`config.mk`:
```
export PLATFORM = sky130hd
export DESIGN_NAME = exec_unit_top
export DESIGN_NICKNAME = d
export VERILOG_FILES = /design/src/hdl/isa_pkg.sv /design/src/hdl/exec_pkg.sv /design/src/hdl/divider.sv /design/src/hdl/barrel_shifter.sv /design/src/hdl/alu_exec_element.sv /design/src/hdl/exec_control.sv /design/src/hdl/exec_unit_top.sv
export SDC_FILE = /design/constraint.sdc
export NUM_CORES = 2
export LEC_CHECK = 0
export BUFFER_PORTS_ARGS = -buffer_cell sky130_fd_sc_hd__buf_2
export CAP_MARGIN = 20
export CORE_ASPECT_RATIO = 1.25
export CORE_MARGIN = 2
export CORE_UTILIZATION = 30
export CTS_BUF_LIST = sky130_fd_sc_hd__clkbuf_16
export CTS_CLUSTER_DIAMETER = 150
export DETAILED_ROUTE_END_ITERATION = 6
export GPL_TIMING_DRIVEN = 0
export PLACE_DENSITY_LB_ADDON = 0.3
export SKIP_CTS_REPAIR_TIMING = 1
export SLEW_MARGIN = 20
export SYNTH_ARGS = -nofsm -noshare
export SYNTH_HDL_FRONTEND = slang
export SYNTH_SLANG_ARGS = --single-unit
export TNS_END_PERCENT = 100
```
`constraint.sdc`:
```
create_clock -name clk -period 10.4 [get_ports clk]
set_input_delay 1.56 -clock clk [delete_from_list [all_inputs] [get_ports clk]]
set_output_delay 1.56 -clock clk [all_outputs]
set_load 0.02 [all_outputs]
```
`src/hdl/isa_pkg.sv`:
```
package isa_pkg;

	typedef logic [31:0] word_t;
	typedef logic [4:0] shamt_t;
	typedef logic [5:0] inst_num_t;

	localparam inst_num_t op_add = 6'd8;
	localparam inst_num_t op_addi = 6'd9;
	localparam inst_num_t op_sub = 6'd10;
	localparam inst_num_t op_lui = 6'd11;
	localparam inst_num_t op_div = 6'd12;
	localparam inst_num_t op_mult = 6'd13;
	localparam inst_num_t op_divi = 6'd14;
	localparam inst_num_t op_multi = 6'd15;
	localparam inst_num_t op_sll = 6'd16;
	localparam inst_num_t op_sra = 6'd17;
	localparam inst_num_t op_srl = 6'd18;
	localparam inst_num_t op_and = 6'd20;
	localparam inst_num_t op_andi = 6'd21;
	localparam inst_num_t op_or = 6'd22;
	localparam inst_num_t op_ori = 6'd23;
	localparam inst_num_t op_xor = 6'd24;
	localparam inst_num_t op_xori = 6'd25;
	localparam inst_num_t op_nor = 6'd26;

	// Shift selection from element to shifter
	typedef enum logic [1:0] {
		shift_none,
		shift_left,
		shift_right_arith,
		shift_right_logic
	} shift_kind_t;

endpackage

```
`src/hdl/exec_pkg.sv`:
```
package exec_pkg;

	import isa_pkg::*;

	typedef logic [3:0] tag_t;

	typedef struct packed {
		inst_num_t inst_num;
		word_t rs;
		word_t rt;
		word_t const16_x; // Already extended
		shamt_t shift5;
		tag_t tag;
	} exec_req_t;

	typedef struct packed {
		tag_t tag;
		word_t result;
	} exec_rsp_t;

	typedef enum logic {
		idle,
		busy
	} ctrl_state_t;

endpackage

```
`src/hdl/divider.sv`:
```
module divider import isa_pkg::*; (
	input logic clk,
	input logic reset,
	input logic start,
	input word_t dividend,
	input word_t divisor,
	output logic done,
	output word_t quotient
);

	word_t remainder;
	word_t divisor_q;
	logic running;
	logic [4:0] iteration;
	logic [32:0] partial;
	logic [33:0] trial;

	// Shift in next dividend bit and try the subtraction
	always_comb begin
		partial = {remainder, quotient[31]};
		trial = {1'b0, partial} - {2'b00, divisor_q};
	end

	always_ff @(posedge clk) begin
		if (reset) begin
			running <= 1'b0;
			iteration <= '0;
			done <= 1'b0;
		end else begin
			done <= 1'b0;
			if (start) begin
				running <= 1'b1;
				iteration <= '0;
			end else if (running) begin
				iteration <= iteration + 5'd1;
				if (iteration == 5'd31) begin // Last quotient bit
					running <= 1'b0;
					done <= 1'b1;
				end
			end
		end
	end

	always_ff @(posedge clk) begin
		if (start) begin
			remainder <= '0;
			quotient <= dividend;
			divisor_q <= divisor;
		end else if (running) begin
			if (!trial[33]) begin // No borrow, keep difference
				remainder <= trial[31:0];
				quotient <= {quotient[30:0], 1'b1};
			end else begin // Restore
				remainder <= partial[31:0];
				quotient <= {quotient[30:0], 1'b0};
			end
		end
	end

endmodule

```
`src/hdl/barrel_shifter.sv`:
```
module barrel_shifter import isa_pkg::*; (
	input word_t value,
	input shamt_t amount,
	input shift_kind_t kind,
	output word_t shifted
);

	word_t stage [6];
	logic fill;

	always_comb begin
		stage[0] = value;
		fill = (kind == shift_right_arith) ? value[31] : 1'b0; // Original sign bit
	end

	for (genvar i = 0; i < 5; i++) begin : g_stage
		always_comb begin
			if (amount[i]) begin
				case (kind)
					shift_left:
						stage[i + 1] = {stage[i][31 - 2**i:0], {(2**i){1'b0}}};
					shift_right_arith, shift_right_logic:
						stage[i + 1] = {{(2**i){fill}}, stage[i][31:2**i]};
					default:
						stage[i + 1] = stage[i];
				endcase
			end else begin
				stage[i + 1] = stage[i];
			end
		end
	end

	assign shifted = stage[5];

endmodule

```
`src/hdl/alu_exec_element.sv`:
```
module alu_exec_element import isa_pkg::*, exec_pkg::*; (
	input logic clk,
	input logic reset,
	input logic start,
	input exec_req_t op,
	output logic done,
	output word_t result
);

	word_t operand_b;
	word_t alu_value;
	word_t mul_product; // Low half of signed product
	word_t quotient;
	word_t shifted;
	shift_kind_t kind;
	logic is_div;
	logic is_mult;
	logic div_start;
	logic div_done;
	logic mul_pending;
	logic div_pending;

	always_comb begin
		is_div = (op.inst_num == op_div) || (op.inst_num == op_divi);
		is_mult = (op.inst_num == op_mult) || (op.inst_num == op_multi);
		if ((op.inst_num == op_divi) || (op.inst_num == op_multi))
			operand_b = op.const16_x;
		else
			operand_b = op.rt;
		div_start = start && is_div;
	end

	always_comb begin
		case (op.inst_num)
			op_sll: kind = shift_left;
			op_sra: kind = shift_right_arith;
			op_srl: kind = shift_right_logic;
			default: kind = shift_none;
		endcase
	end

	divider u_divider (
		.clk(clk),
		.reset(reset),
		.start(div_start),
		.dividend(op.rs),
		.divisor(operand_b),
		.done(div_done),
		.quotient(quotient)
	);

	barrel_shifter u_shifter (
		.value(op.rs),
		.amount(op.shift5),
		.kind(kind),
		.shifted(shifted)
	);

	always_comb begin
		case (op.inst_num)
			op_add: alu_value = op.rs + op.rt;
			op_addi: alu_value = op.rs + op.const16_x;
			op_sub: alu_value = op.rs - op.rt;
			op_lui: alu_value = {op.const16_x[15:0], 16'h0000};
			op_sll, op_sra, op_srl: alu_value = shifted;
			op_and: alu_value = op.rs & op.rt;
			op_andi: alu_value = {16'h0000, op.rs[15:0] & op.const16_x[15:0]};
			op_or: alu_value = op.rs | op.rt;
			op_ori: alu_value = {op.rs[31:16], op.rs[15:0] | op.const16_x[15:0]};
			op_xor: alu_value = op.rs ^ op.rt;
			op_xori: alu_value = {op.rs[31:16], op.rs[15:0] ^ op.const16_x[15:0]};
			op_nor: alu_value = ~(op.rs | op.rt);
			default: alu_value = '0; // Unknown opcode
		endcase
	end

	always_ff @(posedge clk) begin
		if (reset) begin
			done <= 1'b0;
			mul_pending <= 1'b0;
			div_pending <= 1'b0;
		end else begin
			done <= 1'b0;
			if (start) begin
				if (is_div) begin
					div_pending <= 1'b1;
				end else if (is_mult) begin
					mul_pending <= 1'b1;
				end else begin
					done <= 1'b1;
				end
			end else if (mul_pending) begin
				mul_pending <= 1'b0;
				done <= 1'b1;
			end else if (div_pending && div_done) begin
				div_pending <= 1'b0;
				done <= 1'b1;
			end
		end
	end

	always_ff @(posedge clk) begin
		if (start && is_mult)
			mul_product <= word_t'($signed(op.rs) * $signed(operand_b));
		if (start && !is_div && !is_mult)
			result <= alu_value;
		else if (mul_pending)
			result <= mul_product;
		else if (div_pending && div_done)
			result <= quotient;
	end

endmodule

```
`src/hdl/exec_control.sv`:
```
module exec_control import isa_pkg::*, exec_pkg::*; #(
	parameter int QUEUE_DEPTH = 4,
	parameter int RSP_CREDITS = 2
) (
	input logic clk,
	input logic reset,
	input logic req_valid,
	input exec_req_t req,
	output logic req_credit,
	input logic rsp_credit,
	output logic start,
	output exec_req_t op,
	input logic done,
	input word_t result,
	output logic rsp_valid,
	output exec_rsp_t rsp
);

	localparam int PTR_W = (QUEUE_DEPTH > 1) ? $clog2(QUEUE_DEPTH) : 1;
	localparam int CNT_W = $clog2(QUEUE_DEPTH + 1);
	localparam int CRED_W = $clog2(RSP_CREDITS + 1);

	exec_req_t queue [QUEUE_DEPTH];
	exec_req_t op_q; // Operation in service
	logic [PTR_W-1:0] wr_ptr;
	logic [PTR_W-1:0] rd_ptr;
	logic [CNT_W-1:0] fill;
	logic [CRED_W-1:0] credit_count;
	ctrl_state_t state;

	function automatic logic [PTR_W-1:0] next_ptr(input logic [PTR_W-1:0] ptr);
		return (ptr == PTR_W'(QUEUE_DEPTH - 1)) ? '0 : ptr + 1'b1;
	endfunction

	assign start = (state == idle) && (fill != '0) && (credit_count != '0);
	assign req_credit = start; // Slot freed by the pop
	assign op = (state == busy) ? op_q : queue[rd_ptr];

	always_ff @(posedge clk) begin
		if (req_valid)
			queue[wr_ptr] <= req; // Upstream only sends against credits
		if (start)
			op_q <= queue[rd_ptr];
		if (done)
			rsp <= '{tag: op_q.tag, result: result};
	end

	always_ff @(posedge clk) begin
		if (reset) begin
			wr_ptr <= '0;
			rd_ptr <= '0;
			fill <= '0;
			credit_count <= CRED_W'(RSP_CREDITS);
			state <= idle;
			rsp_valid <= 1'b0;
		end else begin
			if (req_valid)
				wr_ptr <= next_ptr(wr_ptr);
			if (start)
				rd_ptr <= next_ptr(rd_ptr);
			case ({req_valid, start})
				2'b10: fill <= fill + 1'b1;
				2'b01: fill <= fill - 1'b1;
				default: fill <= fill;
			endcase
			credit_count <= credit_count - CRED_W'(start) + CRED_W'(rsp_credit);
			case (state)
				idle: if (start) state <= busy;
				busy: if (done) state <= idle;
				default: state <= idle;
			endcase
			rsp_valid <= done;
		end
	end

endmodule

```
`src/hdl/exec_unit_top.sv`:
```
module exec_unit_top import isa_pkg::*, exec_pkg::*; #(
	parameter int QUEUE_DEPTH = 4,
	parameter int RSP_CREDITS = 2
) (
	input logic clk,
	input logic reset,
	input logic req_valid,
	input exec_req_t req,
	output logic req_credit,
	input logic rsp_credit,
	output logic rsp_valid,
	output exec_rsp_t rsp
);

	logic start;
	logic done;
	exec_req_t op;
	word_t result;

	exec_control #(
		.QUEUE_DEPTH(QUEUE_DEPTH),
		.RSP_CREDITS(RSP_CREDITS)
	) u_control (
		.clk(clk),
		.reset(reset),
		.req_valid(req_valid),
		.req(req),
		.req_credit(req_credit),
		.rsp_credit(rsp_credit),
		.start(start),
		.op(op),
		.done(done),
		.result(result),
		.rsp_valid(rsp_valid),
		.rsp(rsp)
	);

	alu_exec_element u_element (
		.clk(clk),
		.reset(reset),
		.start(start),
		.op(op),
		.done(done),
		.result(result)
	);

endmodule

```
Word-level counts from Yosys, hierarchy flattened

Memory sizes are Yosys's and may differ from the RTL's. A register that Yosys moved wholly into a read port is not among the register bits.
Cells that the tools add are included.
Widths: inputs -> output; s select.

$add $sub $neg: 11
Multipliers: 1
Eq/ne operators: 28
Multiplexer cells: 45
Bitwise gates (word level): 11
Reductions and logical operators: 25

Operators with widths:

| cell               | count |
|---|---|
| $mux 32            | 12 |
| $pmux 32 s12       | 1 |
| $pmux 32 s2        | 5 |
| $mux 111           | 1 |
| $add 32x32->32     | 2 |
| $eq 6x5->1 const B | 10 |
| $eq 6x4->1 const B | 8 |
| $sub 33x32->34     | 1 |
| $and 32x32->32     | 1 |
| $mul 32x32->32     | 1 |
| $not 32->32        | 1 |
| $or 32x32->32      | 1 |
| $sub 32x32->32     | 1 |
| $xor 32x32->32     | 1 |
| $mux 1             | 19 |
| $and 16x16->16     | 1 |
| $or 16x16->16      | 1 |
| $xor 16x16->16     | 1 |
| $eq 2x2->1 const B | 5 |
| $mux 2             | 4 |
| $reduce_bool 2->1  | 4 |
| $logic_and 1x1->1  | 7 |
| $pmux 2 s3         | 1 |
| $pmux 3 s2         | 1 |
| 19 further kinds   | 31 |

Register bits: 328
Memory bits (writable): 444
Bits of input ports: 115
Output and inout bits: 38
Word-level logic and storage cells: 147
Memories: 1

Memory list:

| name            | words | bits a word | read ports | clocked after memory_dff | wr ports | RTL line           | RTL |
|---|---|---|---|---|---|---|---|
| u_control.queue | 4     | 111         | 1          | 1                        | 1        | exec_control.sv:23 | `exec_req_t queue [QUEUE_DEPTH];` |

Logic depth before layout (Yosys ltp)

Word-level depth: 17
Depth in mapped cells: 38
Depth with buffers taken out: 33

Modules after synthesis

From an unflattened synthesis, not the netlist that was laid out.

Cell total of the unflattened synthesis: 5147
Area, all modules: 57904.3 sq um

By module, submodules not included:

| module           | instances | cells an instance | area each (sq um) |
|---|---|---|---|
| alu_exec_element | 1         | 2960              | 25161.6 |
| exec_control     | 1         | 916               | 22350.2 |
| divider          | 1         | 554               | 5875.6 |
| barrel_shifter   | 1         | 717               | 4516.8 |

Worst setup path after synthesis

OpenSTA, ideal clock, no wires.

Kind: reg-to-reg
Start point: reg (tool-made name)
End point: reg u_element.mul_product[25] (data pin)
Arrival time: 8.374 ns
Data required time: 10.142 ns
Path slack: 1.768 ns
Cell stages (with the launch flop): 36
Cells stage by stage: dfxtp_1 > buf_6 > buf_6 > buf_6 > mux2i_1 > a31oi_1 > a221oi_4 > buf_2 > buf_2 > nand2_1 > o21ai_1 > clkbuf_1 > nor2_1 > fa_1 > fa_1 > fa_1 > inv_1 > fa_1 > inv_1 > ha_1 > ha_1 > fa_1 > inv_1 > fa_1 > inv_1 > ha_1 > or3_1 > o2111a_1 > o211ai_1 > a21oi_1 > o31a_1 > o21ai_0 > a21boi_0 > o21ai_0 > nand2b_1 > xor2_1

RTL lines:

| what                 | RTL line                | RTL |
|---|---|---|
| end signal, assigned | alu_exec_element.sv:104 | `mul_product <= word_t'($signed(op.rs) * $signed(operand_b));` |
| end, declared        | alu_exec_element.sv:12  | `word_t mul_product;` |

Worst setup path in the final report

Start point: reg u_control.state
End point: reg u_element.mul_product[31] (data pin)

Word-level cells in the longest chain between the ends: 5
Elaborated cells on any way between the ends: 6
Those cells by class: 1 x mul; 2 x eq/ne; 2 x mux; 1 x reduce/logical

RTL lines:

| what                        | RTL line                | RTL |
|---|---|---|
| start, declared             | exec_control.sv:29      | `ctrl_state_t state;` |
| start signal, assigned      | exec_control.sv:54      | `state <= idle;` |
| start signal, assigned      | exec_control.sv:68      | `idle: if (start) state <= busy;` |
| start signal, assigned      | exec_control.sv:69      | `busy: if (done) state <= idle;` |
| $mux 111 *                  | exec_control.sv:37      | `assign op = (state == busy) ? op_q : queue[rd_ptr];` |
| $eq 6x4->1                  | alu_exec_element.sv:26  | `if ((op.inst_num == op_divi) \|\| (op.inst_num == op_multi))` |
| $logic_or 1x1->1            | alu_exec_element.sv:26  |  |
| $mux 32 *                   | alu_exec_element.sv:26  |  |
| via u_element.operand_b[18] | alu_exec_element.sv:10  | `word_t operand_b;` |
| $mul 32x32->32 *            | alu_exec_element.sv:104 |  |

Mark *: on every way through the listed nets, which the timed path passes. The rest lies on a longest branch.
A chain may end at the register's enable or synchronous reset.

==> summary.txt <==
Status
  • Status: complete, no violations

Global route
  • Met3 Resource Use GR: approximately 4.2%
  • GRT met1 Usage: ~30%
  • First-pass GRT wire length: approximately 330 mm
  • Pin count of the biggest net entering global routing: 93
  • Total global-route track usage: roughly a quarter
  • GRT busiest layer: met2
  • Total grt overflow: 0
  • Vias in the first global route: 44,000
  • Initial antenna violation count: 31
  • GRT met2 Usage: approximately 40%

Placement
  • GPL Wtd Cong: just over 1
  • Area after DPL: around 0.061 mm^2
  • Worst slack, placed: -1.64 ns
  • # port buffers: around 150
  • DP HPWL: approximately 190 mm

Final layout
  • Share of layout cells above drive strength 1: 13.7%
  • Final instance area: about 0.064 mm^2
  • Fillers: between 15,000 and 20,000
  • Finished Core Util: about 34%
  • Most frequent cells in the layout: edfxtp_1 (719), inv_1 (598), nor2_1 (587)
  • Commonest non-fill, non-tap cell in the layout: edfxtp_1
  • Area growth syn-to-layout: 14.3%
  • Fin nets: 6,290

STA
  • Clk_skew: about 0.057 ns
  • Post-route clock period utilization: 98.2%
  • Final Slew Violations: 0
  • Final worst setup slack: between 0.15 and 0.2 ns
  • Tmin final: slightly above 10 ns
  • Rel. slew slack: 14.3%
  • Final Hold Fails: 0
  • Setup TNS Final: 0 ns
  • # setup viols final: 0
  • Worst-margin pin slew: between 1 and 1.5 ns
  • Max Freq: just under 100 MHz

Detailed routing
  • Pre-Repair DR Iteration Count: 6
  • DRC viols: 0
  • Starting DRT DRC Count: roughly 4,500
  • Antenna Nets Post-Route: 0
  • Vias per cell: approximately 5.5
  • Routed WL: about 240 mm
  • WL/cell: approximately 30 um
  • Via count: ~43,000

Run
  • Maxcap violations: 0

Synthesis
  • #FFs+latches synth: 774
  • Synth Flop Type: edfxtp_1
  • Syn. warnings: 0
  • Mapped Area: between 0.05 and 0.06 mm^2
  • Avg Cell Area, Syn: 10.9 um^2
  • Post-Syn Nets: roughly 6,000
  • Unique masters post-synth: 108
  • Mapped Cells: between 5,000 and 6,000
  • Register area share after synthesis: a little over 40%
  • Async SR Flop Fraction: 0%
  • Post-synth EDFFs: around 720

Setup path
  • Critical Path RT: ~11 ns
  • Most used cell, CP: xnor2_1
  • Critical path type: reg -> reg
  • CP startpoint kind: register
  • Crit-path max cell delay: around 0.56 ns
  • Worst setup EP type: register
  • CP arrival: around 11 ns
  • CP max stage cell: fa_1
  • Crit Path Max Fanout: 10

Clocking
  • Clk root buf: clkbuf_16
  • Latest clock arrival within the worst-skew pair: 0.73 ns
  • CTS clk-pin slew, worst paths: 0.08 ns
  • TritonCTS clock tree: yes
  • Max clock buf depth: 3
  • CTS buffer count: 86
  • Htree depth: 3
  • CTS Sinks: ~770

Worst hold path
  • Min-delay worst type: reg -> reg

Die
  • # rows: about 180
  • Initial core utilization: a little under a third
  • Ports: 153
  • Die width: between 300 and 400 um
  • Die footprint: 0.190 mm^2
  • Die height: between 400 and 500 um
  • Core footprint: roughly 0.19 mm^2
## kinds of logic (layout without fill, tap and decap cells)
family / after synthesis / after routing / synth area share [%]
AO/OA/AOI/OAI: 930 / 930 / 11.0
XOR/XNOR: 163 / 163 / 2.57
adder cells (fa/ha/maj): 732 / 732 / 21.9
buffers and inverters: 865 / 1234 / 6.09
flip-flops: 774 / 774 / 40.5
multiplexers: 241 / 241 / 6.87
other: 0 / 6 / 0
AND/OR/NAND/NOR: 1439 / 1439 / 11.0
## state kept, by name, indices dropped and copies added, names as in the netlist, named ones only
register,flops
u_control.rsp_valid,1
u_control.rd_ptr,2
u_control.credit_count,2
u_element.u_divider.divisor_q,32
u_control.rsp,36
u_element.mul_pending,1
u_element.mul_product,32
u_control.state,1
u_element.result,32
u_element.u_divider.remainder,32
u_element.u_divider.done,1
u_element.u_divider.running,1
u_element.div_pending,1
u_control.queue,444
u_control.fill,3
u_control.op_q,111
u_element.u_divider.iteration,5
u_element.done,1
u_control.wr_ptr,2
u_element.u_divider.quotient,32
## through the flow
step | hold WS (ns) | std cells
3_5_place_dp | 0.405 | 7746
6_report | 0.419 | 7935
3_3_place_gp | 0.401 | 7712
4_1_cts | 0.418 | 7904
2_1_floorplan | 0.400 | 5144
5_1_grt | 0.426 | 7929
## Yosys cell counts (all sizes together), types with 14 or more instances
cell type	instances	area share, %
nand4	17	0.19
o21a	25	0.34
or3	21	0.25
a22oi	22	0.32
nor3	68	0.68
nand3	50	0.46
o32ai	14	0.22
buf	86	0.87
o211ai	34	0.46
ha	321	7.2
a2111oi	16	0.26
nor2	588	3.9
edfxtp	719	39
nor4	16	0.22
fa	411	15
and2	49	0.55
a21o	30	0.40
clkbuf	174	1.2
o21ai	249	2.2
nor2b	20	0.22
a221oi	50	0.89
a21oi	216	1.9
dfxtp	55	2.0
mux2i	111	2.0
nand2b	31	0.36
inv	596	4.0
o22ai	40	0.45
nand2	542	3.7
mux4	109	4.4
xor2	36	0.56
mux2	21	0.43
a211oi	17	0.24
o221ai	37	0.59
xnor2	126	2.0
o2111ai	14	0.22
a31oi	34	0.38
## routing by layer
metal	up-vias	share of wire (%)
li1	18600	-
met1	22200	39
met2	1878	46
met3	560	6.8
met4	24	8.1
met5	-	0.067
## path summary, 6_finish.rpt
kind                             startpoint  cells past startpoint  slack, ns                             endpoint
max              u_control.state$_SDFF_PP0_                     33       0.19  u_element.mul_product[31]$_DFFE_PP_
min          u_element.result[14]$_DFFE_PP_                      0       0.42          u_control.rsp[14]$_DFFE_PP_
max reg2reg      u_control.state$_SDFF_PP0_                     33       0.19  u_element.mul_product[31]$_DFFE_PP_
min reg2reg  u_element.result[14]$_DFFE_PP_                      0       0.42          u_control.rsp[14]$_DFFE_PP_
## final cells by class
class	instances	area, um^2	area share, %
clock inverter	72	708	1.11
inverter	605	2320	3.62
tap	2416	3020	4.72
multi-input combinational	3505	30200	47.2
timing repair buffer	212	1570	2.46
sequential	774	22700	35.5
clock buffer	86	2150	3.36
buffer	259	1290	2.01
antenna	6	15.0	0.0235
## worst max-delay path, delay by kind of cell (launching register included)
family                   cells  cell delay, ns
XOR/XNOR                    10            2.00
buffers and inverters       11            2.65
AO/OA/AOI/OAI                1            0.22
adder cells (fa/ha/maj)      8            3.94
flip-flops                   1            0.47
AND/OR/NAND/NOR              3            0.60
Power is not shown: default switching activity piles up to over one toggle a cycle in this logic, so the estimate is an artifact.
